===== config.mk =====
export PLATFORM = sky130hd
export DESIGN_NAME = dfr_readout
export DESIGN_NICKNAME = d
export VERILOG_FILES = /design/src/rtl/dfr_pkg.sv /design/src/rtl/dfr_readout.sv /design/src/rtl/dfr_mac_lane.sv
export SDC_FILE = /design/constraint.sdc
export NUM_CORES = 2
export LEC_CHECK = 0
export BUFFER_PORTS_ARGS = -buffer_cell sky130_fd_sc_hd__buf_2
export CAP_MARGIN = 20
export CORE_MARGIN = 4
export CORE_UTILIZATION = 66
export DETAILED_ROUTE_END_ITERATION = 10
export HOLD_SLACK_MARGIN = 0.03
export PLACE_DENSITY = 0.86
export SLEW_MARGIN = 20
export SYNTH_ARGS = -nofsm -noshare
export SYNTH_HDL_FRONTEND = slang
export SYNTH_SLANG_ARGS = --single-unit

===== constraint.sdc =====
create_clock -name clk -period 12.65 [get_ports clk]
set_input_delay 2.53 -clock clk [delete_from_list [all_inputs] [get_ports clk]]
set_output_delay 2.53 -clock clk [all_outputs]
set_load 0.1 [all_outputs]

===== src/rtl/dfr_pkg.sv =====
package dfr_pkg;

    localparam int N_NODES     = 8;
    localparam int N_OUT       = 4;
    localparam int MAX_SAMPLES = 16;
    localparam int NODE_W      = 16;
    localparam int ACC_W       = 32;
    localparam int ADDR_W      = 8;
    localparam int WB_DATA_W   = 32;

    localparam int NODE_IDX_W   = $clog2(N_NODES);
    localparam int SAMPLE_IDX_W = $clog2(MAX_SAMPLES);
    localparam int OUT_IDX_W    = $clog2(N_OUT);
    localparam int WEIGHT_IDX_W = $clog2(N_OUT * N_NODES);
    localparam int CNT_W        = SAMPLE_IDX_W + 1;  // Holds a count of MAX_SAMPLES

    // Word addresses
    localparam logic [ADDR_W-1:0] REG_CTRL     = 8'h00;
    localparam logic [ADDR_W-1:0] REG_STATUS   = 8'h01;
    localparam logic [ADDR_W-1:0] REG_INIT_CNT = 8'h02;
    localparam logic [ADDR_W-1:0] REG_MAIN_CNT = 8'h03;
    localparam logic [ADDR_W-1:0] OUT_BASE     = 8'h08;
    localparam logic [ADDR_W-1:0] MASK_BASE    = 8'h10;
    localparam logic [ADDR_W-1:0] SAMPLE_BASE  = 8'h20;
    localparam logic [ADDR_W-1:0] WEIGHT_BASE  = 8'h40;  // Row-major by output

    typedef enum logic [2:0] {
        DONE, RES_INIT, RES_INIT_WAIT, RES_RUN, RES_RUN_WAIT, READOUT
    } ctrl_state_t;

endpackage


===== src/rtl/dfr_readout.sv =====
module dfr_readout import dfr_pkg::*; (
    input  logic                           clk,
    input  logic                           rst,
    input  logic                           readout_start,
    input  logic [N_NODES-1:0][NODE_W-1:0] history,
    input  logic [N_OUT-1:0][NODE_W-1:0]   weight_row,
    output logic [NODE_IDX_W-1:0]          weight_idx,
    output logic                           readout_busy,
    output logic [N_OUT-1:0][ACC_W-1:0]    out_sums,
    output logic                           out_valid
);
    logic [NODE_IDX_W:0]   step;  // One extra count drains the lane product register
    logic                  last;
    logic                  lane_en;
    logic [NODE_W-1:0]     node;

    assign last       = step == (NODE_IDX_W + 1)'(N_NODES);
    assign lane_en    = readout_busy && !last;
    assign weight_idx = step[NODE_IDX_W-1:0];
    assign node       = history[weight_idx];

    always_ff @(posedge clk) begin
        if (rst) begin
            readout_busy <= 1'b0;
            step         <= '0;
            out_valid    <= 1'b0;
        end else begin
            out_valid <= readout_busy && last;  // Final accumulate lands on this edge
            if (readout_start) begin
                readout_busy <= 1'b1;
                step         <= '0;
            end else if (readout_busy) begin
                if (last) readout_busy <= 1'b0;
                step <= step + 1'b1;
            end
        end
    end

    // Each lane sees the same history node with its own weight
    for (genvar j = 0; j < N_OUT; j++) begin : g_lane
        dfr_mac_lane u_lane (
            .clk    (clk),
            .rst    (rst),
            .clr    (readout_start),
            .en     (lane_en),
            .node   (node),
            .weight (weight_row[j]),
            .sum    (out_sums[j])
        );
    end

endmodule


===== src/rtl/dfr_mac_lane.sv =====
module dfr_mac_lane import dfr_pkg::*; (
    input  logic              clk,
    input  logic              rst,
    input  logic              clr,
    input  logic              en,
    input  logic [NODE_W-1:0] node,
    input  logic [NODE_W-1:0] weight,
    output logic [ACC_W-1:0]  sum
);
    logic signed [2*NODE_W-1:0] prod_q;
    logic                       prod_vld;

    always_ff @(posedge clk) begin
        prod_q <= $signed(node) * $signed(weight);
    end

    always_ff @(posedge clk) begin
        if (rst || clr) begin
            prod_vld <= 1'b0;
            sum      <= '0;
        end else begin
            prod_vld <= en;
            if (prod_vld) sum <= sum + ACC_W'(prod_q);  // Wraps on overflow
        end
    end

endmodule


Yosys cells after proc, flatten, opt, wreduce, memory -nomap -nowiden
Index checks and enable logic that the tools add are counted.
- flip-flop bits (word level): 263
- input port bits: 195
- logic and storage cells: 33
- add/sub/neg operators: 5
- multiply operators: 4
- order comparisons: 1
- eq/ne operators: 1
- muxes and demuxes: 5
- reduce and logical (&&, ||, !) cells: 5
- operators with widths (kind ; number):
    $add A32 B32 Y32 ; 4
    $mul A16 B16 Y32 ; 4
    $bmux W16 S3 ; 1
    $mux W16 ; 1
    $add A4 B1 Y4 const B ; 1
    $eq A4 B4 Y1 const B ; 1
    $lt A3 B4 Y1 const B ; 1
    $mux W1 ; 3
    $logic_and A1 B1 Y1 ; 2
    $reduce_or A2 Y1 ; 1
    $logic_not A1 Y1 ; 1
    $logic_or A1 B1 Y1 ; 1

Depth between registers and ports, before layout
- word-level depth: 4
- mapped depth: 29
- mapped depth without buffers: 25

Hierarchy
Synthesis repeated with hierarchy kept, for this count alone.
- cells, all modules: 6008
- area total of the unflattened synthesis: 54364.6 um^2
- by module, submodules not included (module ; times used ; cells an instance ; area each (um^2) ; sequential area each (um^2)):
    dfr_mac_lane (g_lane[0].u_lane) ; 1 ; 1512 ; 13424.1 ; 1301.2
    dfr_mac_lane (g_lane[2].u_lane) ; 1 ; 1488 ; 13370.3 ; 1301.2
    dfr_mac_lane (g_lane[1].u_lane) ; 1 ; 1438 ; 13163.9 ; 1301.2
    dfr_mac_lane (g_lane[3].u_lane) ; 1 ; 1450 ; 13115.1 ; 1301.2
    dfr_readout ; 1 ; 120 ; 1291.2 ; 120.1

Worst setup path after synthesis
No wires, ideal clock.
- path kind: input port to flip-flop
- start: in history[127] in the netlist's numbering
- end: reg g_lane[1].u_lane.prod_q[31]
- library setup time: 0.118 ns
- data arrival time: 9.218 ns
- data required time: 12.532 ns
- slack: 3.314 ns
- stages on the path: 26
- cell sequence: mux4_2 -> mux2_2 -> clkbuf_1 -> clkbuf_1 -> nand2_1 -> inv_1 -> fa_1 -> fa_1 -> fa_1 -> fa_1 -> fa_1 -> inv_1 -> fa_1 -> inv_1 -> ha_1 -> buf_2 -> a21o_1 -> a21o_1 -> a21o_1 -> a211o_1 -> nor3_1 -> a2111oi_1 -> o21a_1 -> o21a_1 -> o41a_1 -> xnor2_1
- word-level cells in the longest chain between the ends: 3
- RTL lines (item ; RTL line ; text):
    from (decl) ; dfr_readout.sv:5 ; input logic [N_NODES-1:0][NODE_W-1:0] history,
    $bmux W16 S3 ; dfr_readout.sv:20 ; assign node = history[weight_idx];
    $mux W16 (implied by the code) ; dfr_readout.sv:20 ;
    $mul A16 B16 Y32 ; dfr_mac_lane.sv:14 ; prod_q <= $signed(node) * $signed(weight);
    to (signal assigned) ; dfr_mac_lane.sv:14 ;
    to (decl) ; dfr_mac_lane.sv:10 ; logic signed [2*NODE_W-1:0] prod_q;
No other way between the ends. The select of a mux whose other input is x is not followed.
A chain may end at the register's enable or synchronous reset.

Worst setup path after layout
- start: in history[103] in the netlist's numbering
- end: reg g_lane[3].u_lane.prod_q[30]
- word-level cells in the longest chain between the ends: 3
- RTL lines (item ; RTL line):
    $bmux W16 S3 ; dfr_readout.sv:20
    $mux W16 (implied by the code) ; dfr_readout.sv:20
    $mul A16 B16 Y32 ; dfr_mac_lane.sv:14
    to (signal assigned) ; dfr_mac_lane.sv:14
    to (decl) ; dfr_mac_lane.sv:10
No other way between the ends. The select of a mux whose other input is x is not followed.

==> results.yml <==
clock_network:
  path_clk_slew_ns: 0.06
  clk_latency_ns: 0.57
  cts_buffers: 34
  cts_resized: 0
  cts_tree: "built"
  cts_root_buf: "clkbuf_16"
  clock_path_buffers: 3
  cts_setup_buffers: 0
  htree_levels: 2
  cts.sinks: 263
  hold_buffers: 0
sta:
  rsz0062_at_grt: "false"
  fmax_mhz: 101
  maxSlewHeadroom_pct: 24.6
  slew_violations: 0
  setup_viol: 0
  fin_setup_tns_ns: 0
  hold_viol_final: 0
  clock_skew_ns: 0.0252
  worst_slew_pin_slew_ns: 1.13
  period_needed_ns: 9.85
  min_period_over_period_pct: 77.9
yosys:
  syn_area_mm2: 0.0534
  yosys.area.top_type: "fa_1"
  synth_area_leaders: "fa_1 (39%), ha_1 (11%), dfxtp_1 (9.9%)"
  seq_area_frac_synth_pct: 9.86
  syn_inst: 5835
  synth_edf_count: 0
  yosysMostFrequentCell: "inv_1"
  ys_warn_count: 0
  synthFlopType: "dfxtp_1"
  synth_seq_cells: 263
  synth_cell_types: 88
  netlist.area_leader.share_pct: 39.4
  postSynth.asyncResetShare_pct: 0
  synth_nets: 7536
  synthTopCellsByCount: "inv_1 (1,198), fa_1 (1,052), nand2_1 (592)"
  syn_avg_cell_area_um2: 9.15
drt:
  drc: 0
  wl_per_cell_um: 19.1
  dr_total_vias: 41228
  ant_nets: 0
  drt_first_pass_iters: 11
  drt_iter0_drc: 2915
  vias_per_cell: 5.81
  wirelength_mm: 136
min_path:
  hold_path_class: "flop to flop"
layout:
  seq_area_mm2: 0.00527
  multi_input_area_mm2: 0.0428
  nNetsFinal: 7705
  syn_to_final_growth_pct: 6.62
  final_layout_size_suffix_gt1_share_pct: 8.32
  nFillCells: 5828
die:
  die-width_um: 292
  dieArea_mm2: 0.0855
  pin_count: 328
  core_area_mm2: 0.0804
  die_h_um: 292
  start_util_pct: 66.4
  rows: 104
global_route:
  grt_pass1_wl_mm: 225
  grt_max_degree: 65
  grt_pass1_vias: 44410
  grtUsageTotal_pct: 32.5
  antenna_found_initial: 14
  overflow: 0
critical_path:
  cp_slowest_stage_delay_ns: 0.65
  cpMostUsedCell: "fa_1"
  path_cells: "buf_2 -> mux4_2 -> mux2_2 -> buf_4 -> and2_1 -> fa_1 -> inv_1 -> fa_1 -> fa_1 -> fa_1 -> inv_1 -> fa_1 -> fa_1 -> ha_1 -> a2111oi_0 -> o21ai_0 -> o21a_1 -> a41oi_1 -> nor2_1 -> a211oi_1 -> a21oi_1 -> a221oi_2 -> a21oi_1 -> xor2_1"
  required_ns: 13.09
  crit_fanout: 33
  endpoint_kind: "flop"
  crit_type: "input pin to flop"
  worst_path_max_delay_cell: "mux2_2"
  start_kind: "input pin"
  crit_arrival_ns: 10.29
run_status:
  status: "completed"
placement:
  port_buffers: 327
  hpwl_mm: 109
  globalplace.congestion: 0.937
flow_run:
  maxCapViolations: 0
## path summary, 6_finish.rpt
kind | startpoint | to | slack [ns] | cells past startpoint
worst max-delay path | history[103] | g_lane[3].u_lane.prod_q[30] | 2.80 | 24
worst min-delay path | g_lane[2].u_lane.sum[13] | g_lane[2].u_lane.sum[13] | 0.50 | 2
worst max register to register | step[0] | g_lane[3].u_lane.prod_q[30] | 3.57 | 24
worst min register to register | g_lane[2].u_lane.sum[13] | g_lane[2].u_lane.sum[13] | 0.50 | 2
## logic make-up (layout without fill, tap and decap cells)
logic type,Yosys count,in the layout,synth area share (%)
AO/OA/AOI/OAI,656,656,8.16
XOR/XNOR,234,234,3.84
adder cells (fa/ha/maj),1506,1506,50.1
buffers and inverters,1426,1616,10.1
flip-flops,263,263,9.86
multiplexers,127,127,3.17
other,0,13,0
AND/OR/NAND/NOR,1623,1623,14.8
## cell usage in the layout (no fill, tap or decap), types with 13 or more instances in the layout
cell type,count
and3_1,20
fa_1,1052
nand2b_1,21
diode_2,13
buf_4,33
ha_1,454
a21oi_1,178
and2_1,500
nand4_1,16
buf_2,327
a31oi_1,27
nor2_1,285
or3_1,18
nor3_1,48
xnor2_1,175
o21ai_0,95
mux2_2,16
xor2_1,59
o22ai_1,16
clkbuf_16,35
o21a_1,45
a21o_1,115
o21bai_1,26
dfxtp_1,260
mux2i_1,79
mux4_2,32
a211oi_1,30
nand3_1,48
nand2_1,592
nor2b_1,28
inv_1,1198
## flip-flops by register name (all words and copies together) (netlist names)
name	flops
g_lane.u_lane.prod_q	128
g_lane.u_lane.sum	128
step	4
g_lane.u_lane.prod_vld	1
out_valid	1
readout_busy	1
## worst max-delay path: cells and delay by family
kind / cells / cell delay (ns)
mux: 2 / 1.09
xor+xnor: 1 / 0.14
fa+ha+maj: 7 / 3.30
compound gates: 8 / 2.11
simple gates: 2 / 0.43
buf+inv: 4 / 0.66
## routing by layer
layer / up-vias / global-route usage (%) / share of wire, %
met5: - / 0 / 0.025
met4: 6 / 11.8 / 3.9
li1: 18350 / - / -
met2: 1925 / 52.5 / 46
met1: 20562 / 43.3 / 39
met3: 385 / 7.86 / 11
## stage by stage
stage / area, um2 / hold slack, ns / setup slack [ns] / cells / utilization (%)
after floorplan: 53400 / 0.480 / 3.31 / 5835 / -
after global placement: 55700 / 0.478 / 2.56 / 7028 / 69.3
after detailed placement: 55700 / 0.494 / 2.37 / 7028 / 69.3
after CTS: 56900 / 0.503 / 2.91 / 7085 / 70.8
after global routing: 56900 / 0.531 / 2.32 / 7092 / 70.8
final: 57000 / 0.504 / 2.80 / 7098 / 70.8
## final cells by class
| class | instances | area share, % |
|---|---|---|
| well taps | 1060 | 2.33 |
| clock inverters | 14 | 0.453 |
| clock buffers | 43 | 1.63 |
| multi-input cells | 4146 | 75.1 |
| flip-flops and latches | 263 | 9.26 |
| diodes | 13 | 0.0571 |
| inverters | 1199 | 7.90 |
| repair buffers | 360 | 3.31 |
Power is not shown: default switching activity piles up to over one toggle a cycle in this logic, so the estimate is an artifact.
