File: src/rtl/dfr_pkg.sv
package dfr_pkg;

    localparam int N_NODES     = 8;
    localparam int N_OUT       = 4;
    localparam int MAX_SAMPLES = 16;
    localparam int NODE_W      = 16;
    localparam int ACC_W       = 32;
    localparam int ADDR_W      = 8;
    localparam int WB_DATA_W   = 32;

    localparam int NODE_IDX_W   = $clog2(N_NODES);
    localparam int SAMPLE_IDX_W = $clog2(MAX_SAMPLES);
    localparam int OUT_IDX_W    = $clog2(N_OUT);
    localparam int WEIGHT_IDX_W = $clog2(N_OUT * N_NODES);
    localparam int CNT_W        = SAMPLE_IDX_W + 1;  // Holds a count of MAX_SAMPLES

    // Word addresses
    localparam logic [ADDR_W-1:0] REG_CTRL     = 8'h00;
    localparam logic [ADDR_W-1:0] REG_STATUS   = 8'h01;
    localparam logic [ADDR_W-1:0] REG_INIT_CNT = 8'h02;
    localparam logic [ADDR_W-1:0] REG_MAIN_CNT = 8'h03;
    localparam logic [ADDR_W-1:0] OUT_BASE     = 8'h08;
    localparam logic [ADDR_W-1:0] MASK_BASE    = 8'h10;
    localparam logic [ADDR_W-1:0] SAMPLE_BASE  = 8'h20;
    localparam logic [ADDR_W-1:0] WEIGHT_BASE  = 8'h40;  // Row-major by output

    typedef enum logic [2:0] {
        DONE, RES_INIT, RES_INIT_WAIT, RES_RUN, RES_RUN_WAIT, READOUT
    } ctrl_state_t;

endpackage

File: src/rtl/dfr_reservoir.sv
module dfr_reservoir import dfr_pkg::*; (
    input  logic                          clk,
    input  logic                          rst,
    input  logic                          res_clr,
    input  logic                          res_en,
    input  logic                          sample_cnt_en,
    input  logic                          init_cnt_en,
    input  logic                          history_en,
    input  logic [CNT_W-1:0]              init_cnt,
    input  logic [CNT_W-1:0]              main_cnt,
    input  logic [NODE_W-1:0]             sample,
    input  logic [NODE_W-1:0]             mask,
    output logic [SAMPLE_IDX_W-1:0]       sample_idx,
    output logic [NODE_IDX_W-1:0]         node_idx,
    output logic                          res_init_busy,
    output logic                          res_busy,
    output logic                          res_valid,
    output logic                          res_filled,
    output logic [N_NODES-1:0][NODE_W-1:0] history
);
    logic signed [NODE_W-1:0]   node_mem [N_NODES];
    logic                       running;
    logic [NODE_IDX_W-1:0]      step;
    logic [CNT_W-1:0]           sample_cnt, init_done, main_done;
    logic signed [2*NODE_W-1:0] prod;
    logic signed [2*NODE_W:0]   prod_ext, old_ext, pre_sat;
    logic signed [NODE_W-1:0]   node_new;

    always_ff @(posedge clk) begin
        if (rst || res_clr) begin
            running <= 1'b0;
            step    <= '0;
        end else if (res_en) begin
            running <= 1'b1;
            step    <= '0;
        end else if (running) begin
            running <= step != NODE_IDX_W'(N_NODES - 1);
            step    <= step + 1'b1;
        end
    end

    assign res_valid = running && step == NODE_IDX_W'(N_NODES - 1);
    assign node_idx  = step;

    always_ff @(posedge clk) begin
        if (rst || res_clr) begin
            sample_cnt <= '0;
            init_done  <= '0;
        end else begin
            if (sample_cnt_en) sample_cnt <= sample_cnt + 1'b1;
            if (init_cnt_en) init_done <= init_done + 1'b1;
        end
    end

    assign main_done     = sample_cnt - init_done;
    assign sample_idx    = sample_cnt[SAMPLE_IDX_W-1:0];
    assign res_init_busy = init_done < init_cnt;
    assign res_busy      = main_done < main_cnt;
    assign res_filled    = main_done != '0;

    // mask*u >>> 4 plus half the old node, saturated to the node width
    assign prod     = $signed(mask) * $signed(sample);
    assign prod_ext = prod;
    assign old_ext  = node_mem[step];
    assign pre_sat  = (prod_ext >>> 4) + (old_ext >>> 1);

    always_comb begin
        if (pre_sat[2*NODE_W:NODE_W-1] == '0 || pre_sat[2*NODE_W:NODE_W-1] == '1) begin
            node_new = pre_sat[NODE_W-1:0];
        end else if (pre_sat[2*NODE_W]) begin
            node_new = {1'b1, {(NODE_W-1){1'b0}}};
        end else begin
            node_new = {1'b0, {(NODE_W-1){1'b1}}};
        end
    end

    always_ff @(posedge clk) begin
        if (res_clr) begin
            for (int k = 0; k < N_NODES; k++) node_mem[k] <= '0;
            history <= '0;
        end else begin
            if (running) node_mem[step] <= node_new;
            if (history_en) begin
                for (int k = 0; k < N_NODES; k++) history[k] <= node_mem[k];
            end
        end
    end

    a_valid_after_en: assert property (@(posedge clk) disable iff (rst)
        res_valid |-> $past(res_en, N_NODES));

endmodule

File: config.mk
export PLATFORM = sky130hd
export DESIGN_NAME = dfr_reservoir
export DESIGN_NICKNAME = d
export VERILOG_FILES = /design/src/rtl/dfr_pkg.sv /design/src/rtl/dfr_reservoir.sv
export SDC_FILE = /design/constraint.sdc
export NUM_CORES = 1
export LEC_CHECK = 0
export BUFFER_PORTS_ARGS = -buffer_cell sky130_fd_sc_hd__buf_2
export CAP_MARGIN = 15
export CORE_ASPECT_RATIO = 1.2
export CORE_MARGIN = 1
export CORE_UTILIZATION = 50
export DETAILED_ROUTE_END_ITERATION = 16
export PLACE_DENSITY = 0.76
export SLEW_MARGIN = 30
export SYNTH_ARGS = -nofsm -noshare
export SYNTH_HDL_FRONTEND = slang
export SYNTH_SLANG_ARGS = --single-unit
File: constraint.sdc
create_clock -name clk -period 8.8 [get_ports clk]
set_input_delay 0 -clock clk [delete_from_list [all_inputs] [get_ports clk]]
set_output_delay 0 -clock clk [all_outputs]
set_load 0.02 [all_outputs]
# Word-level counts from Yosys, hierarchy flattened
# Memory sizes are Yosys's and may differ from the RTL's. A register that Yosys moved wholly into a read port is not among the register bits.
# Index checks and enable logic that the tools add are counted.
[op_classes]
addsub = 5
n_mul = 1
magnitude_cmp = 2
eq_ne = 3
mux = 14
reduce_logical = 7
[op_table]
columns = ["operator", "count"]
rows = [
  ["2-to-1 mux 16 bit", 3],
  ["multiplier 16 x 16 -> 32 bit", 1],
  ["adder 28 x 15 -> 29 bit", 1],
  ["equality test 18 bit (second input constant)", 1],
  ["logical NOT 18 bit", 1],
  ["OR reduction 16 bit", 1],
  ["adder 5 x 1 -> 5 bit (second input constant)", 2],
  ["less-than comparator 5 bit", 2],
  ["2-to-1 mux 3 bit", 3],
  ["2-to-1 mux 1 bit", 8],
  ["nonzero test 5 bit", 1],
  ["subtractor 5 bit", 1],
  ["adder 3 x 1 -> 3 bit (second input constant)", 1],
  ["equality test 3 bit (second input constant)", 1],
  ["inequality test 3 bit (second input constant)", 1],
  ["logical OR 1 bit", 2],
  ["OR reduction 2 bit", 1],
  ["logical AND 1 bit", 1],
]
[totals]
reg_bits = 14
mem_bits_rw = 128
input_bits = 49
word_cells = 37
mem_count = 1
[mem_list]
columns = ["name", "depth", "width", "rd", "rd_clocked_by_memory_dff", "wr", "line", "rtl"]
rows = [
  ["node_mem", 8, 16, 9, 9, 8, "dfr_reservoir.sv:21", "logic signed [NODE_W-1:0] node_mem [N_NODES];"],
]

# Depth between registers and ports, before layout
# Gate-level depths: netlist of run 1.
[logic_depth]
ltp_word = 6
ltp_mapped = 39

# Worst setup path before layout of run 1
# OpenSTA, ideal clock, no wires.
[synth_timing]
path_type = "in2reg"
startpoint = "in sample[1]"
endpoint = "mem node_mem[0][2] (data pin)"
setup_ps = 257
t_arrival_ps = 8300
required_ps = 8543
slack_ps = 243
path_stages = 33
path_buffers = 3
cell_sequence = "clkbuf_1 -> nand2_1 -> fa_1 -> fa_1 -> fa_1 -> inv_1 -> fa_1 -> fa_1 -> inv_1 -> fa_1 -> inv_1 -> ha_1 -> a21o_1 -> a21o_1 -> a21oi_1 -> a2bb2oi_1 -> o31ai_1 -> o21a_1 -> a41oi_1 -> a31oi_1 -> or4b_2 -> nand3_1 -> ha_1 -> nand3_1 -> or3_1 -> or2_2 -> o211a_1 -> clkbuf_1 -> nor3_1 -> nand4b_1 -> or3_1 -> clkbuf_1 -> a32o_1"
[synth_lines]
columns = ["item", "line", "rtl"]
rows = [
  ["start, declared", "dfr_reservoir.sv:11", "input logic [NODE_W-1:0] sample,"],
  ["end, declared", "dfr_reservoir.sv:21", ""],
]

==> results of run 1 <==
[logic make-up (layout without fill, tap and decap cells)]
group,after synthesis,after routing,synth area share
and+or+nand+nor,831,831,0.1603
buffers and inverters,469,639,0.07636
adders and majority gates,389,389,0.2851
AOI/OAI and AO/OA,287,287,0.08141
DFF,273,273,0.2808
muxes,181,181,0.09188
xor gates and xnor gates,66,66,0.02406
[worst max-delay path, delay by kind of cell]
kind            cells  cell delay (ps)
fa+ha+maj           8             3640
xor+xnor            1              140
simple gates        8             1960
buf+inv             8              830
compound gates      9             2060
[sequential cells by signal, summed over array words and instances, names as in the netlist, named ones only]
| signal | count |
|---|---|
| history | 128 |
| init_done | 5 |
| node_idx | 3 |
| node_mem | 128 |
| running | 1 |
| sample_cnt | 5 |
[timing repair]
action,4_1_cts,5_1_grt
gates resized for setup,0,7
setup buffers,0,1
setup endpoints to repair,0,116
endpoints found under the hold margin,49,0
hold buffers,5,0
[through the flow]
step                      cells  TNS, ps
after global routing       3289        0
after CTS                  3288        0
after floorplan            2496        0
after detailed placement   3233    -2451
final                      3289        0
after global placement     3233   -31.00
[synthesized netlist by cell type (all sizes together) (9+ instances only)]
| cell type | instances |
|---|---|
| inv | 319 |
| nand2 | 275 |
| fa | 264 |
| nor2 | 208 |
| dfxtp | 145 |
| mux2i | 135 |
| and2 | 130 |
| edfxtp | 128 |
| ha | 125 |
| nand3 | 123 |
| clkbuf | 97 |
| o211ai | 94 |
| o21ai | 59 |
| buf | 52 |
| xnor2 | 50 |
| a21oi | 49 |
| mux4 | 30 |
| nand2b | 24 |
| nor3 | 21 |
| a21o | 19 |
| mux2 | 16 |
| xor2 | 16 |
| o21a | 12 |
| nand4 | 10 |
| a31oi | 9 |
| a32o | 9 |
[metal layers]
metal	share of wire	vias up	global-route usage
met3	0.082	145	0.03336
met1	0.39	9097	0.3543
li1	-	8554	-
met4	0.036	0	0.09155
met5	0	-	0
met2	0.49	895	0.4505
[worst paths after layout]
kind                start  slack, ps  depth (start not counted)               to
min            history_en         20                          3     history[101]
min reg2reg  history[101]        490                          2     history[101]
max reg2reg          flop       3110                         17  node_mem[6][10]
max             sample[4]        480                         34   node_mem[7][2]
[cell type report]
class	count	area share
multi-input cells	1754	0.5796
flip-flops and latches	273	0.2526
repair buffers	269	0.06177
inverters	320	0.04496
well taps	623	0.02918
clock buffers	38	0.02759
clock inverters	12	0.004356
[placed cells by master, fill, tap and decap left out, types with 10 or more instances in the layout]
| cell | n |
|---|---|
| inv_1 | 319 |
| nand2_1 | 273 |
| fa_1 | 264 |
| nor2_1 | 208 |
| buf_2 | 185 |
| dfxtp_1 | 144 |
| mux2i_1 | 135 |
| and2_1 | 129 |
| edfxtp_1 | 128 |
| ha_1 | 125 |
| nand3_1 | 123 |
| o211ai_1 | 94 |
| buf_4 | 71 |
| xnor2_1 | 49 |
| a21oi_1 | 48 |
| o21ai_0 | 46 |
| mux4_2 | 30 |
| clkbuf_16 | 27 |
| nand2b_1 | 23 |
| nor3_1 | 21 |
| a21o_1 | 19 |
| mux2_2 | 16 |
| xor2_1 | 16 |
| o21ai_1 | 13 |
| o21a_1 | 12 |
| nand4_1 | 10 |
==> run metrics, run 1 <==
largest net degree at the start of global routing 98; critical path class input pin to flop; RSZ-0062 raised after global routing no; register cell area after layout 6748 um2; clk_lat worst skew 580 ps; Finished Core Util 0.5655; min cycle time layout 8323 ps; run status complete, no violations; Crit Path Max Fanout 10; fillcell total 4086; die area 48930 um2; Worst EP required 9120 ps; FFs w/ async S/R, synth 0; routed length per instance 19.65 um; area share of the largest cell type after synthesis 0.2200; syn_nets 2934; multi-input logic area 15480 um2; Area growth syn-to-layout 11.21%; mapped cell area 24020 um2; Root Driver clkbuf_16; Chip Width 202.1 um; Max-Cap Viols 0; initial core utilization 0.5085; worst setup margin 477.4 ps; Syn Area/Cell 9.624 um2; timing-limited maximum frequency 120.2 MHz; Unique masters post-synth 67; top cells by area, synth fa_1 22%, edfxtp_1 16%, dfxtp_1 12%, ha_1 6.5%, mux2i_1 5.6%; # diodes 0; I/O Pins 188; Final setup violation count 0; initial antenna violation count 0; Core ar. 47240 um2; initial drt markers 1541; sequential area share after synthesis 0.2808; Setup Skew 30.60 ps; number of flops mapped to enable cells by yosys 128; layout cells sized above 1 0.1380; CP arrival 8640 ps; port bufs 187; Hold WS 22.81 ps; ys flop type dfxtp_1; Critical Path Max Stage Delay 540 ps; Sink Count 273; Synth Register Bits 273; Clock Tree Buf Depth 3; first-pass GRT wire length 104200 um; Relative slew margins 0.3166; Cell Rows 87; placer congestion estimate 0.9110; number of global-route vias before repair 19090; Final #Nets 3083; Tcrit/Tclk final 0.9458; Via density 5.683; Max Slew Vio Count 0; worst min-delay path category input pin to flop; CTS tree done; Die Height 242.1 um; final hold violations 0; cells after synthesis 2496; Synth Warn # 0; final WL 64630 um; CP dominant cell by count fa_1; biggest area consumer among synthesized cells fa_1; global route overflow 0; Post-DP Area 25750 um2; gr usage total 0.2671; CTS H-tree depth 1; 1st-pass router iterations 6; dpl ws -149.4 ps; CP endpoint kind flop; via count 18690; DRC 0; measured slew at the worst slew-check pin 1025 ps; Num CTS Buffers 27; post-detail-place hpwl 50050 um; slowest cell on the critical path fa_1; CTS clk-pin slew, worst paths 70 ps; CP Launch Type input pin; antenna-violating nets left 0; design area 26720 um2
Power of run 1 is not shown: default switching activity piles up to over one toggle a cycle in this logic, so the estimate is an artifact.
==> run 2, diff against run 1 <==
--- a/config.mk
+++ b/config.mk
@@ -10,7 +10,10 @@
 export CORE_ASPECT_RATIO = 1.2
 export CORE_MARGIN = 1
 export CORE_UTILIZATION = 50
+export CTS_CLUSTER_SIZE = 40
 export DETAILED_ROUTE_END_ITERATION = 16
+export GPL_TIMING_DRIVEN = 0
+export MAX_ROUTING_LAYER = met4
 export PLACE_DENSITY = 0.76
 export SLEW_MARGIN = 30
 export SYNTH_ARGS = -nofsm -noshare
==> run metrics, run 2 (synthesized netlist as in run 1, its figures left out) <==
met1 Usage GRT 0.3694 (+0.01512); Relative slew margins 0.1904 (-0.1262); via count 19410 (+3.8%); Chip Width 202.1 um (unchanged); Buffers & Inverters on Critical Path 8 (unchanged); Largest delay share family, worst path adder cells; commonest cells after routing, fill and taps aside 318 x inv_1, 273 x nand2_1, 262 x fa_1; CP dominant cell by count fa_1; CTS clk-pin slew, worst paths 70 ps (about the same); layer with the highest usage met2; Max Slew Vio Count 0 (unchanged); initial drt markers 1957 (+27%); critical path class input pin to flop; post-detail-place hpwl 58780 um (+17%); largest net degree at the start of global routing 17 (-83%); Cell Rows 87 (unchanged); number of global-route vias before repair 19890 (+4.2%); run status complete, no violations; 1st-pass router iterations 6 (unchanged); CP Launch Type input pin; Worst EP required 9130 ps (about the same); global routing usage on met3 0.04318 (+0.009820); timing-limited maximum frequency 116.3 MHz (-3.2%); Core ar. 47240 um2 (unchanged); Via density 5.770 (+1.5%); Die Height 242.1 um (unchanged); initial antenna violation count 1 (+1); placer congestion estimate 1.069 (+17%); gr usage total 0.3091 (+0.04201); layout cells sized above 1 0.1523 (+0.01427); CP arrival 8930 ps (+290 ps); Max-Cap Viols 0 (unchanged); antenna-violating nets left 0 (unchanged); I/O Pins 188 (unchanged); Sink Count 273 (unchanged); CP endpoint kind flop; routed length per instance 21.72 um (+11%); min cycle time layout 8596 ps (+273.0 ps); DRC 0 (unchanged); final WL 73050 um (+13%); slowest cell on the critical path fa_1; Final #Nets 3157 (+2.4%); most common cell after layout, fill and taps aside inv_1; worst min-delay path category input pin to flop; final hold violations 0 (unchanged); Root Driver clkbuf_16; Clock Tree Buf Depth 3 (unchanged); port bufs 186 (-0.53%); Tcrit/Tclk final 0.9768 (+0.03102); Num CTS Buffers 26 (-3.7%); Hold WS 74.44 ps (+51.63 ps); global route overflow 0 (unchanged); first-pass GRT wire length 113200 um (+8.7%); initial core utilization 0.5085 (unchanged); Final setup violation count 0 (unchanged); Crit Path Max Fanout 10 (unchanged); measured slew at the worst slew-check pin 1210 ps (+185.1 ps); setup TNS 0 ps (unchanged); CTS H-tree depth 1 (unchanged); CTS tree done; met2 global-route usage 0.5034 (+0.05296); die area 48930 um2 (unchanged); clk_lat worst skew 550 ps (-30 ps); Area growth syn-to-layout 13.20%; Top Registers history x128, node_mem x128; Setup Skew 17.78 ps (-12.82 ps); Critical Path Max Stage Delay 540 ps (about the same)
[run 2: timing repair]
item / CTS / global route
resized for setup: 63 / 105
hold endpoints to repair: 17 / 0
pin swaps: 4 / 14
endpoints found under the setup margin: 128 / 120
hold buffers: 3 / 0
setup buffers: 5 / 9
[run 2: final cells by class]
| cell class | count | area, um2 |
|---|---|---|
| Fill cell | 4139 | 20050 |
| Timing Repair Buffer | 203 | 1081 |
| Clock inverter | 13 | 105.1 |
| Multi-Input combinational cell | 1754 | 15800 |
| Clock buffer | 34 | 701.9 |
| Sequential cell | 273 | 6746 |
| Antenna cell | 2 | 5.005 |
| Inverter | 320 | 1202 |
| Buffer | 141 | 772.0 |
| Tap cell | 623 | 779.5 |
[run 2: path summary, 6_finish.rpt]
kind                 from        endpoint  slack [ps]  cells past startpoint
min            history_en    history[119]          70                      3
max               mask[8]  node_mem[2][0]         200                     35
max reg2reg          flop  node_mem[2][0]        2790                     18
min reg2reg  history[100]    history[100]         490                      2
[run 2: tightest hold or removal path: stages]
cell	delay (ps)
clkbuf_1	310
mux2i_1	200
nor2_1	70
[run 2: through the flow]
step / cells / worst slack, ps / utilization / cell area [um2]
floorplan: 2496 / 243.1 / - / 24020
global placement: 3305 / -1816 / 0.5447 / 25730
detailed placement: 3305 / -1973 / 0.5456 / 25770
CTS: 3357 / 1.652 / 0.5671 / 26790
global route: 3362 / -59.39 / 0.5755 / 27190
finish: 3363 / 204.4 / 0.5756 / 27190
[run 2: metal layers]
metal	up-vias	wire length [um]
li1	8702	-
met1	9469	27470
met2	982	35370
met3	253	5708
met4	0	4499
met5	-	0
Power of run 2 is left out for the same reason.
