File: src/rtl/dfr_pkg.sv
package dfr_pkg;

    localparam int N_NODES     = 8;
    localparam int N_OUT       = 4;
    localparam int MAX_SAMPLES = 16;
    localparam int NODE_W      = 16;
    localparam int ACC_W       = 32;
    localparam int ADDR_W      = 8;
    localparam int WB_DATA_W   = 32;

    localparam int NODE_IDX_W   = $clog2(N_NODES);
    localparam int SAMPLE_IDX_W = $clog2(MAX_SAMPLES);
    localparam int OUT_IDX_W    = $clog2(N_OUT);
    localparam int WEIGHT_IDX_W = $clog2(N_OUT * N_NODES);
    localparam int CNT_W        = SAMPLE_IDX_W + 1;  // Holds a count of MAX_SAMPLES

    // Word addresses
    localparam logic [ADDR_W-1:0] REG_CTRL     = 8'h00;
    localparam logic [ADDR_W-1:0] REG_STATUS   = 8'h01;
    localparam logic [ADDR_W-1:0] REG_INIT_CNT = 8'h02;
    localparam logic [ADDR_W-1:0] REG_MAIN_CNT = 8'h03;
    localparam logic [ADDR_W-1:0] OUT_BASE     = 8'h08;
    localparam logic [ADDR_W-1:0] MASK_BASE    = 8'h10;
    localparam logic [ADDR_W-1:0] SAMPLE_BASE  = 8'h20;
    localparam logic [ADDR_W-1:0] WEIGHT_BASE  = 8'h40;  // Row-major by output

    typedef enum logic [2:0] {
        DONE, RES_INIT, RES_INIT_WAIT, RES_RUN, RES_RUN_WAIT, READOUT
    } ctrl_state_t;

endpackage

File: src/rtl/dfr_core_controller.sv
module dfr_core_controller import dfr_pkg::*; (
    input  logic        clk,
    input  logic        rst,
    input  logic        start,
    input  logic        res_init_busy,
    input  logic        res_busy,
    input  logic        res_valid,
    input  logic        res_filled,
    input  logic        readout_busy,
    output logic        core_busy,
    output logic        core_done,
    output logic        res_en,
    output logic        res_clr,
    output logic        sample_cnt_en,
    output logic        init_cnt_en,
    output logic        history_en,
    output logic        readout_start,
    output ctrl_state_t state
);
    ctrl_state_t next_state;

    always_ff @(posedge clk) begin
        if (rst) state <= DONE;
        else state <= next_state;
    end

    always_comb begin
        next_state    = state;
        core_busy     = 1'b1;
        core_done     = 1'b0;
        res_en        = 1'b0;
        res_clr       = 1'b0;
        sample_cnt_en = 1'b0;
        init_cnt_en   = 1'b0;
        history_en    = 1'b0;
        readout_start = 1'b0;

        case (state)
            DONE: begin
                core_busy = 1'b0;
                if (start) begin
                    res_clr    = 1'b1;  // Nodes, counters and history start from zero
                    next_state = RES_INIT;
                end else begin
                    core_done = 1'b1;
                end
            end
            RES_INIT: begin
                if (res_init_busy) begin
                    res_en     = 1'b1;
                    next_state = RES_INIT_WAIT;
                end else begin
                    next_state = RES_RUN;
                end
            end
            RES_INIT_WAIT: begin
                if (res_valid) begin
                    sample_cnt_en = 1'b1;
                    init_cnt_en   = 1'b1;
                    next_state    = RES_INIT;
                end
            end
            RES_RUN: begin
                history_en = res_filled;  // Nodes are idle here, so the copy is coherent
                if (res_busy) begin
                    res_en     = 1'b1;
                    next_state = RES_RUN_WAIT;
                end else begin
                    readout_start = 1'b1;
                    next_state    = READOUT;
                end
            end
            RES_RUN_WAIT: begin
                if (res_valid) begin
                    sample_cnt_en = 1'b1;
                    next_state    = RES_RUN;
                end
            end
            READOUT: begin
                if (!readout_busy) next_state = DONE;
            end
            default: next_state = DONE;
        endcase
    end

    a_start_in_run: assert property (@(posedge clk) disable iff (rst)
        readout_start |-> state == RES_RUN && !readout_busy);
    a_en_not_clr: assert property (@(posedge clk) disable iff (rst) !(res_en && res_clr));

endmodule

File: config.mk
export PLATFORM = sky130hd
export DESIGN_NAME = dfr_core_controller
export DESIGN_NICKNAME = d
export VERILOG_FILES = /design/src/rtl/dfr_pkg.sv /design/src/rtl/dfr_core_controller.sv
export SDC_FILE = /design/constraint.sdc
export NUM_CORES = 1
export LEC_CHECK = 0
export BUFFER_PORTS_ARGS = -buffer_cell sky130_fd_sc_hd__buf_2
export CORE_AREA = 8 8 45 47
export DETAILED_ROUTE_END_ITERATION = 8
export DIE_AREA = 0 0 53 55
export HOLD_SLACK_MARGIN = 0.15
export MAX_ROUTING_LAYER = met4
export PLACE_DENSITY = 0.53
export SLEW_MARGIN = 30
export SYNTH_ARGS = -nofsm -noshare
export SYNTH_HDL_FRONTEND = slang
export SYNTH_SLANG_ARGS = --single-unit
File: constraint.sdc
create_clock -name clk -period 2.7 [get_ports clk]
set_input_delay 0.135 -clock clk [delete_from_list [all_inputs] [get_ports clk]]
set_output_delay 0.135 -clock clk [all_outputs]
set_load 0.02 [all_outputs]
== Yosys cells after proc, flatten, opt, wreduce, memory -nomap -nowiden ==
Index checks and enable logic that the tools add are counted.

* Equality and inequality tests: 9
* Multiplexer cells: 21
* Reductions and logical operators: 3

{| class="wikitable"
|+ Operator list
! kind !! count
|-
| 3-bit one-hot mux with 6 select lines || 1
|-
| 1-bit two-way mux || 15
|-
| 3-bit two-way mux || 4
|-
| 2-bit != test, second input constant || 4
|-
| 3-bit by 2-bit equality test with 1-bit output, second input constant || 2
|-
| 3-bit equality test, second input constant || 2
|-
| 4-bit AND reduction || 1
|-
| 3-bit by 1-bit equality test with 1-bit output, second input constant || 1
|-
| 3-bit zero test || 1
|-
| 1-bit one-hot mux with 2 select lines || 1
|-
| 2-bit OR reduction || 1
|}

* Register bits after elaboration: 3
* Input bits: 8
* Output and inout port bits: 11
* Logic and storage cells: 34

== Depth between registers and ports, before layout ==
Gate-level depths: netlist (run 1).

* Depth after elaboration: 3
* Depth in mapped cells: 5
* Gate-level depth less buffers: 4

== Worst setup path before layout (run 1) ==
No wires, ideal clock.

* Path type: register to output
* From: reg state[0]
* To: out core_done
* Data arrival time: 1.392 ns
* Required time: 2.565 ns
* Setup slack: 1.173 ns
* Stages on the path, launching flop included: 4
* Buffers on the path: 1
* Path through: dfxtp_1 clkbuf_1 or3_1 nor2_1

* Cells in the longest elaborated chain, start to end: 2

{| class="wikitable"
|+ Ends and longest elaborated chain
! element !! line !! RTL
|-
| start, declared || dfr_core_controller.sv:18 || <nowiki>output ctrl_state_t state</nowiki>
|-
| start signal, assigned || dfr_core_controller.sv:24 || <nowiki>else state <= next_state;</nowiki>
|-
| 3-bit zero test || dfr_core_controller.sv:38 || <nowiki>case (state)</nowiki>
|-
| 1-bit two-way mux || dfr_core_controller.sv:38 ||
|-
| end, declared || dfr_core_controller.sv:11 || <nowiki>output logic core_done,</nowiki>
|}

Every way passes these cells.

== Worst setup path after layout (run 1) ==
* From: reg state[2]
* To: reg state[0]

* Cells in the longest elaborated chain, start to end: 3
* Elaborated cells between the ends (all ways): 12
* Those cells by class: eq/ne: 9; mux: 1; reduce/logical: 2

{| class="wikitable"
|+ Ends and longest elaborated chain
! element !! line
|-
| 3-bit equality test (tied with other cells) || dfr_core_controller.sv:38
|-
| 2-bit != test (no line) || n/a
|-
| 4-bit AND reduction (no line) || n/a
|}

Parallel ways exist; a longest one is shown, timed or not.
A chain may end at the register's enable or synchronous reset.

==> results of run 1 <==
[per-layer routing]
metal  GRT usage, %  routed length [um]  vias to the layer above
met5              -                   0                        -
met4           3.88                   0                        0
met3           2.94                  79                        0
met2           8.40                 365                       15
met1           5.92                 351                      134
li1               -                   -                      167
[kinds of logic after synthesis]
family / Yosys count / synth area share [%]
xor+xnor: 1 / 3.23
mux: 1 / 4.15
compound gates: 8 / 22.1
buf+inv: 4 / 6.45
simple gates: 19 / 41.9
flops: 3 / 22.1
[through the flow]
| stage | setup slack [ns] | std cells | utilization [%] | power (uW) |
|---|---|---|---|---|
| floorplan | 1.17 | 36 | - | 124 |
| global placement | 1.19 | 67 | 26.6 | 152 |
| detailed placement | 1.18 | 67 | 26.6 | 152 |
| CTS | 1.16 | 72 | 29.2 | 235 |
| global route | 1.04 | 72 | 29.2 | 250 |
| finish | 1.17 | 72 | 29.2 | 230 |
[power breakdown]
part,internal (uW),leakage (uW),switching [uW]
Clock,55.4,0.0000150,23.1
Sequential,49.6,0.0000247,15.0
Combinational,38.4,0.000163,48.2
Total,143,0.000203,86.2
[worst reg2reg max path: stages, from the launching register on]
cell and delay [ns]:
dfxtp_1 0.55, mux2_2 0.39, o311ai_2 0.26, nand3b_1 0.15, a21oi_1 0.06
[Yosys cell counts]
library cell  n
nand4b_1      1
nand2_2       1
clkbuf_1      1
nand2b_1      1
or4b_4        1
o311ai_2      1
xnor2_1       1
nor2b_1       2
mux2_2        1
inv_1         1
a21oi_1       3
o21ai_0       1
nand3b_1      2
buf_2         2
a21o_1        2
dfxtp_1       3
nor3b_1       1
nand2_1       3
or3_1         1
a21oi_2       1
nor3_1        1
and3_1        1
nor2_1        4
[worst max path at each step]
stage	end	slack (ns)	depth (start not counted)
final	state[0]	1.17	4
after global routing	state[0]	1.04	4
after CTS	state[0]	1.16	4
after detailed placement	state[0]	1.18	4
after global placement	state[0]	1.19	4
after floorplan	core_done	1.17	3
[layout make-up]
class / instances / share of cell area, %
clock buffers: 4 / 6.50
inverters: 1 / 0.929
multi-input cells: 29 / 48.0
flip-flops and latches: 3 / 14.9
well taps: 16 / 4.95
repair buffers: 19 / 24.8
[repair_timing]
action                                 4_1_cts  5_1_grt
setup endpoints to repair                    0        0
endpoints found under the hold margin        3        0
hold buffers                                 1        0
==> impl_metrics.csv, run 1 <==
group,metric,value,unit
worst_setup_path,endpoint_kind,"register",
min_path,holdPathStages,3,
finish,fillers,167,
cts,cts_buffers,3,
worst_setup_path,arrival,1.65,ns
cts,clkLatencyLatePin,0.23,ns
power_and_ir_drop,ir_worst_vdd,0.214,mV
yosys,yosysWarningCount,0,
timing,relSlewSlack,72.5,%
global_routing,overflow,0,
cts,cts_buffer_depth,2,
worst_setup_path,cpLargestDelayFamily,"flip-flops",
die,die_h,55,um
cts,cts_sinks,3,
die,die_area,2920,um2
die,core_area,1380,um2
detailed_routing,ant_nets,0,
timing,fin_skew,0.000893,ns
finish,final_nets,65,
finish,final_common_cell,"buf_2",
detailed_routing,drt_wl_total,796,um
global_routing,grt_pass1_wl,1210,um
yosys,synth_cell_types,23,
yosys,synthesis.area,272,um2
global_routing,grt_max_degree,14,
detailed_routing,drc,0,
yosys,syn_area_per_cell,7.54,um2
timing,fmax,653,MHz
detailed_routing,wl_per_cell,11.1,um
run_status,outcome,"complete, no violations",
worst_setup_path,crit_start,"state[2]",
detailed_routing,first_iter_violations,3,
worst_setup_path,ff2ff_setup_slack,1.17,ns
yosys,synth_top_area_share,22.1,%
yosys,synthCells,36,
die,start_util,19.6,%
min_path,worst_hold_path.endpoint,"state[0]",
placement,place_congestion,0.772,
finish,area_growth,48.8,%
yosys,seq_area_frac_synth,22.1,%
min_path,min_path_type,"primary input to register",
finish,antenna_cells,0,
finish,final_area,404,um2
min_path,min-delay-start,"readout_busy",
finish,seqCellArea,60.1,um2
power_and_ir_drop,p_leak,0.000203,uW
yosys,syn_nets,44,
worst_setup_path,critPathLaunchType,"register",
worst_setup_path,slowest_delay,0.55,ns
yosys,ys_ff_latch,3,
cts,post_cts_buffers,0,
worst_setup_path,r2r_cells,4,
timing,finalSetupViolations,0,
cts,htree_levels,1,
detailed_routing,vias,316,
timing,slew_violations,0,
worst_setup_path,crit_path_top_delay_cell,"dfxtp_1",
cts,clockRootBuffer,"clkbuf_4",
run,max_cap_violations,0,
timing,fin_crit_sh,56.7,%
global_routing,antenna_found_initial,0,
yosys,synth_largest_area_cell,"dfxtp_1",
finish,reg_top3,"state: 3 flops",
cts,cts_tree,"done",
worst_setup_path,critPathRequiredTime,2.82,ns
power_and_ir_drop,p_per_area,568,nW/um2
cts,clk_pin_slew,0.04,ns
yosys,netlist_top_cells_area,"dfxtp_1, o311ai_2, a21oi_1",
global_routing,gr-usage-all-layers,5.74,%
worst_setup_path,worstSetupPathType,"register to register",
timing,worstMarginPinSlew,0.412,ns
detailed_routing,drtPass1Iterations,4,
timing,rsz0062_at_grt,"no",
timing,finalHoldViolations,0,
worst_setup_path,r2r-end,"state[0]",
cts,cts_resized,0,
die,die_w,53,um
placement,port_buffers,18,
worst_setup_path,r2r-start,"state[2]",
finish,multiInputGateArea,194,um2
worst_setup_path,cp_cell_sequence,"mux2_2 > o311ai_2 > nand3b_1 > a21oi_1",
timing,setup_tns,0,ns
global_routing,grt_pass1_vias,300,
worst_setup_path,critPathMaxFanout,13,
timing,min_period,1.53,ns
die,io_pins,19,
die,row_count,14,
finish,largest_register_ffs,3,
finish,regMostFlops,"state",
detailed_routing,vias_per_cell,4.39,
timing,hold-worst-slack,0.240,ns
finish,layout_common_cells,"buf_2, nor2_1",
finish,layout-drive-gt1-share,46.4,%
placement,postPlaceCellArea,368,um2
worst_setup_path,timing.critical_path.buf_inv,0,
Power figures use the tool's default switching activity.
==> run 2: changes to the inputs <==
PLACE_DENSITY = 0.54   (was 0.53)
clock period = 1.3 ns   (was 2.7 ns; I/O delays follow)
==> run 2 against run 1 <==
Compared with the run above: the flow now finishes with violations (negative setup slack); register-to-register slack worse by 1.2 ns; non-clock buffer count is 7 higher; critical path type is now register to output pin; critical endpoint is now res_clr; worst setup slack worse by 1.2 ns.
==> impl_metrics.csv, run 2 (synthesis results as in run 1) <==
group,metric,value,unit
placement,postPlaceCellArea,429,um2
finish,largest_register_ffs,3,
worst_setup_path,critPathMaxFanout,4,
finish,final_common_cell,"buf_2",
timing,finalHoldViolations,0,
detailed_routing,wl_per_cell,11.2,um
timing,worstMarginPinSlew,0.241,ns
global_routing,antenna_found_initial,0,
finish,final_area,562,um2
power_and_ir_drop,seqPwrFrac,19.1,%
cts,cts_sinks,3,
timing,rsz0062_at_grt,"yes",
detailed_routing,first_iter_violations,3,
timing,fmax,725,MHz
worst_setup_path,crit_start,"state[2]",
power_and_ir_drop,pwr-share-clk,27.4,%
cts,clockRootBuffer,"clkbuf_4",
cts,clkLatencyLatePin,0.23,ns
cts,clk_pin_slew,0.04,ns
min_path,min_path_type,"primary input to register",
placement,port_buffers,18,
power_and_ir_drop,p_leak,0.000259,uW
power_and_ir_drop,swShare,35.7,%
detailed_routing,vias,341,
min_path,min-delay-start,"res_valid",
detailed_routing,highest_layer,"met3",
finish,area_growth,107,%
worst_setup_path,r2r-start,"state[2]",
worst_setup_path,cpLargestDelayFamily,"simple AND/OR/NAND/NOR gates",
worst_setup_path,worstSetupPathType,"register to output pin",
detailed_routing,ant_nets,0,
global_routing,overflow,0,
timing,slew_violations,0,
worst_setup_path,r2r_cells,4,
global_routing,grt_pass1_wl,1460,um
finish,final_nets,72,
worst_setup_path,slowest_delay,0.40,ns
timing,fin_skew,0.00315,ns
power_and_ir_drop,p_per_area,1060,nW/um2
worst_setup_path,r2r-end,"state[0]",
die,die_w,53,um
worst_setup_path,ff2ff_setup_slack,-0.01,ns
detailed_routing,drc,0,
worst_setup_path,cp_cell_sequence,"buf_6 > or3_4 > nor2_4 > buf_6",
power_and_ir_drop,power_frac_comb,53.5,%
power_and_ir_drop,p_switching,212,uW
cts,htree_levels,1,
detailed_routing,drtPass1Iterations,4,
finish,reg_top3,"state: 3 flops",
cts,cts_tree,"done",
die,row_count,14,
worst_setup_path,critPathLaunchType,"register",
global_routing,grt_max_degree,12,
finish,fillers,153,
placement,place_congestion,0.747,
timing,finalSetupViolations,6,
timing,relSlewSlack,83.9,%
global_routing,grt_pass1_vias,368,
finish,layout-drive-gt1-share,66.7,%
timing,min_period,1.38,ns
detailed_routing,vias_per_cell,4.32,
run_status,violations,"negative setup slack",
worst_setup_path,crit_path_top_delay_cell,"or3_4",
finish,antenna_cells,0,
worst_setup_path,critPathRequiredTime,1.24,ns
cts,cts_buffer_depth,2,
min_path,worst_hold_path.endpoint,"state[1]",
power_and_ir_drop,p_int,383,uW
cts,cts_buffers,3,
finish,layout_common_cells,"buf_2, buf_4, buf_6, a21oi_1, clkbuf_4",
power_and_ir_drop,power,596,uW
power_and_ir_drop,ir_worst_vdd,0.319,mV
worst_setup_path,path_common_cell,"buf_6",
finish,regMostFlops,"state",
die,core_area,1380,um2
detailed_routing,wl_met1,368,um
global_routing,gr-usage-all-layers,6.46,%
detailed_routing,drt_wl_total,882,um
timing,setup_slack,-0.0797,ns
timing,fin_crit_sh,106,%
die,die_h,55,um
timing,hold-worst-slack,0.191,ns
worst_setup_path,cp.depth,4,
worst_setup_path,endpoint_kind,"output pin",
detailed_routing,wl_met2,453,um
min_path,holdPathStages,3,
placement,dp_hpwl,689,um
run,max_cap_violations,0,
detailed_routing,route.met3.wl,60,um
die,die_area,2920,um2
timing,setup_tns,-0.234,ns
die,start_util,19.6,%
worst_setup_path,timing.critical_path.buf_inv,2,
worst_setup_path,arrival,1.31,ns
die,io_pins,19,
run_status,outcome,"complete, but fails checks",
-- run 2: stage by stage --
stage	utilization, %	cells	worst slack [ns]
global placement	31.0	70	0.0309
global route	40.6	79	-0.128
CTS	38.2	77	-0.0992
detailed placement	31.0	70	0.00910
floorplan	-	36	0.00265
finish	40.6	79	-0.0797
-- run 2: timing repair --
action / in CTS / in global routing
resized for setup: 12 / 4
hold buffers: 1 / 0
pin swaps: 1 / 2
endpoints found under the setup margin: 4 / 10
setup buffers: 2 / 2
hold endpoints to repair: 3 / 0
-- run 2: worst max path at each step --
stage,to,slack (ns)
finish,res_clr,-0.08
global route,core_done,-0.13
CTS,core_done,-0.1
detailed placement,state[0],0.009
global placement,state[0],0.03
floorplan,state[0],0.003
-- run 2: area by class of cell --
type | count | area (um2) | area share [%]
Clock buffer | 4 | 26.3 | 4.68
Inverter | 1 | 3.75 | 0.668
Multi-Input combinational cell | 29 | 231 | 41.2
Sequential cell | 3 | 66.3 | 11.8
Tap cell | 16 | 20.0 | 3.56
Timing Repair Buffer | 26 | 214 | 38.1
-- run 2: per-layer routing --
| layer | global-route usage, % | up-vias |
|---|---|---|
| li1 | - | 179 |
| met1 | 6.81 | 150 |
| met3 | 2.14 | 0 |
| met4 | 1.29 | 0 |
| met2 | 11.5 | 12 |
| met5 | - | - |
-- run 2: worst register-to-register path, stage by stage (launching register included) --
cell	delay, ns
dfxtp_4	0.35
or4b_4	0.54
o311ai_4	0.09
nand3b_1	0.15
a21oi_1	0.07
-- run 2: power by group through the flow --
| stage | clock network (uW) | registers [uW] | logic, uW |
|---|---|---|---|
| 2_1_floorplan | 0 | 126 | 156 |
| 5_1_grt | 183 | 115 | 344 |
| 3_5_place_dp | 0 | 116 | 253 |
| 3_3_place_gp | 0 | 116 | 251 |
| 6_report | 163 | 114 | 319 |
| 4_1_cts | 169 | 113 | 291 |
==> run 3: changes to the inputs <==
GPL_ROUTABILITY_DRIVEN = 0   (was default)
SETUP_SLACK_MARGIN = 0.2   (was default)
==> run 3 against run 2 <==
Compared with the run above: total power increased by 10%; the flow still finishes with violations (negative setup slack); clock power hardly changed; sequential cell count did not move; highest routed layer is now met4; utilization rose by 6.8 points; sequential share of layout area is 1.3 points lower; critical endpoint unchanged; worst hold slack lost 0.0049 ns; sequential power hardly changed; largest cell class unchanged.
==> impl_metrics.csv, run 3 (synthesis results as in run 1) <==
group,metric,value,unit
run_status,outcome,"complete, but fails checks",
detailed_routing,ant_nets,0,
worst_setup_path,r2r_cells,5,
power_and_ir_drop,ir_worst_vdd,0.480,mV
global_routing,grt_pass1_wl,1560,um
timing,finalHoldViolations,0,
detailed_routing,first_iter_violations,3,
worst_setup_path,r2r-end,"state[0]",
detailed_routing,wl_per_cell,12.1,um
timing,fin_crit_sh,107,%
worst_setup_path,critPathLaunchType,"register",
global_routing,antenna_found_initial,0,
cts,cts_sinks,3,
die,row_count,14,
worst_setup_path,ff2ff_setup_slack,-0.05,ns
cts,cts_buffer_depth,2,
timing,setup_slack,-0.0880,ns
timing,hold-worst-slack,0.186,ns
power_and_ir_drop,p_int,420,uW
die,start_util,19.6,%
die,io_pins,19,
global_routing,gr-usage-all-layers,7.71,%
run,max_cap_violations,0,
global_routing,grt_pass1_vias,363,
die,die_w,53,um
finish,regMostFlops,"state",
power_and_ir_drop,pwr-share-clk,25.0,%
finish,final_nets,79,
timing,fmax,720,MHz
timing,rsz0062_at_grt,"yes",
power_and_ir_drop,p_leak,0.000314,uW
timing,worstMarginPinSlew,0.235,ns
global_routing,grt_max_degree,7,
finish,area_growth,141,%
timing,min_period,1.39,ns
finish,largest_register_ffs,3,
cts,htree_levels,1,
min_path,min_path_type,"primary input to register",
worst_setup_path,arrival,1.32,ns
power_and_ir_drop,seqPwrFrac,17.4,%
timing,relSlewSlack,84.3,%
finish,fillers,141,
placement,dp_hpwl,710,um
worst_setup_path,endpoint_kind,"output pin",
detailed_routing,drtPass1Iterations,4,
min_path,holdPathStages,3,
worst_setup_path,worstSetupPathType,"register to output pin",
global_routing,overflow,0,
power_and_ir_drop,p_per_area,1000,nW/um2
cts,clockRootBuffer,"clkbuf_4",
finish,layout_common_cells,"buf_2, buf_4, buf_6",
die,die_area,2920,um2
finish,layout.cells.non_filler,86,
detailed_routing,drt_wl_total,1040,um
cts,clkLatencyLatePin,0.24,ns
die,die_h,55,um
min_path,worst_hold_path.endpoint,"state[1]",
min_path,min-delay-start,"res_valid",
cts,cts_tree,"done",
power_and_ir_drop,swShare,36.2,%
run_status,violations,"negative setup slack",
placement,port_buffers,18,
worst_setup_path,r2r-start,"state[0]",
power_and_ir_drop,p_switching,238,uW
detailed_routing,vias_per_cell,4.52,
finish,reg_top3,"state: 3 flops",
detailed_routing,vias,389,
cts,cts_buffers,3,
finish,layout-drive-gt1-share,78.6,%
cts,clk_pin_slew,0.03,ns
finish,antenna_cells,0,
die,core_area,1380,um2
timing,fin_skew,0.00294,ns
timing,finalSetupViolations,6,
worst_setup_path,critPathMaxFanout,5,
detailed_routing,drc,0,
worst_setup_path,critPathRequiredTime,1.24,ns
timing,slew_violations,0,
placement,place_inst,72,
power_and_ir_drop,power_frac_comb,57.6,%
==> run 3: layout make-up <==
class	count	area [um2]	share of cell area, %
Multi-Input combinational cell	29	277	42.2
Sequential cell	3	68.8	10.5
Clock buffer	4	26.3	4.01
Tap cell	16	20.0	3.05
Inverter	1	3.75	0.573
Timing Repair Buffer	33	260	39.7
==> run 3: worst max-delay path by stage <==
stage	from	endpoint	slack (ns)	cells after the start
finish	state[1]	res_clr	-0.09	4
global route	state[1]	core_done	-0.13	4
CTS	state[1]	res_clr	-0.1	4
detailed placement	state[2]	state[0]	0.03	4
global placement	state[2]	state[0]	0.04	4
floorplan	state[2]	state[0]	0.03	4
==> run 3: stage by stage <==
step / TNS [ns] / cell area, um2 / util, % / setup WS [ns] / total power, uW
after global routing: -0.626 / 656 / 47.4 / -0.130 / 698
final: -0.318 / 656 / 47.4 / -0.0880 / 658
after CTS: -0.247 / 566 / 40.9 / -0.0956 / 604
after global placement: 0 / 454 / 32.8 / 0.0381 / 377
after detailed placement: 0 / 454 / 32.8 / 0.0299 / 377
after floorplan: 0 / 324 / - / 0.0256 / 297
==> run 3: per-layer routing <==
layer / track usage (%) / routed length [um] / vias up
li1: - / - / 193
met1: 7.27 / 394 / 179
met2: 12.1 / 528 / 13
met3: 2.41 / 76 / 4
met4: 7.76 / 44 / 0
met5: - / 0 / -
==> run 3: repair_timing <==
action,4_1_cts,5_1_grt
setup endpoints to repair,10,11
pin swaps,3,3
endpoints found under the hold margin,3,0
gates cloned,0,0
gates resized for setup,15,13
hold buffers,1,0
setup buffers,4,5
==> run 3: power groups by stage <==
stage	clock network (uW)	registers (uW)	logic (uW)
global placement	0	116	261
finish	164	115	379
detailed placement	0	115	261
floorplan	0	125	172
CTS	169	114	321
global route	178	116	404
==> run 3: worst max-delay path, stage by stage, from the launching register on <==
cell and delay (ns):
dfxtp_4 0.35, buf_6 0.12, or3_4 0.41, nor2_4 0.10, buf_6 0.12
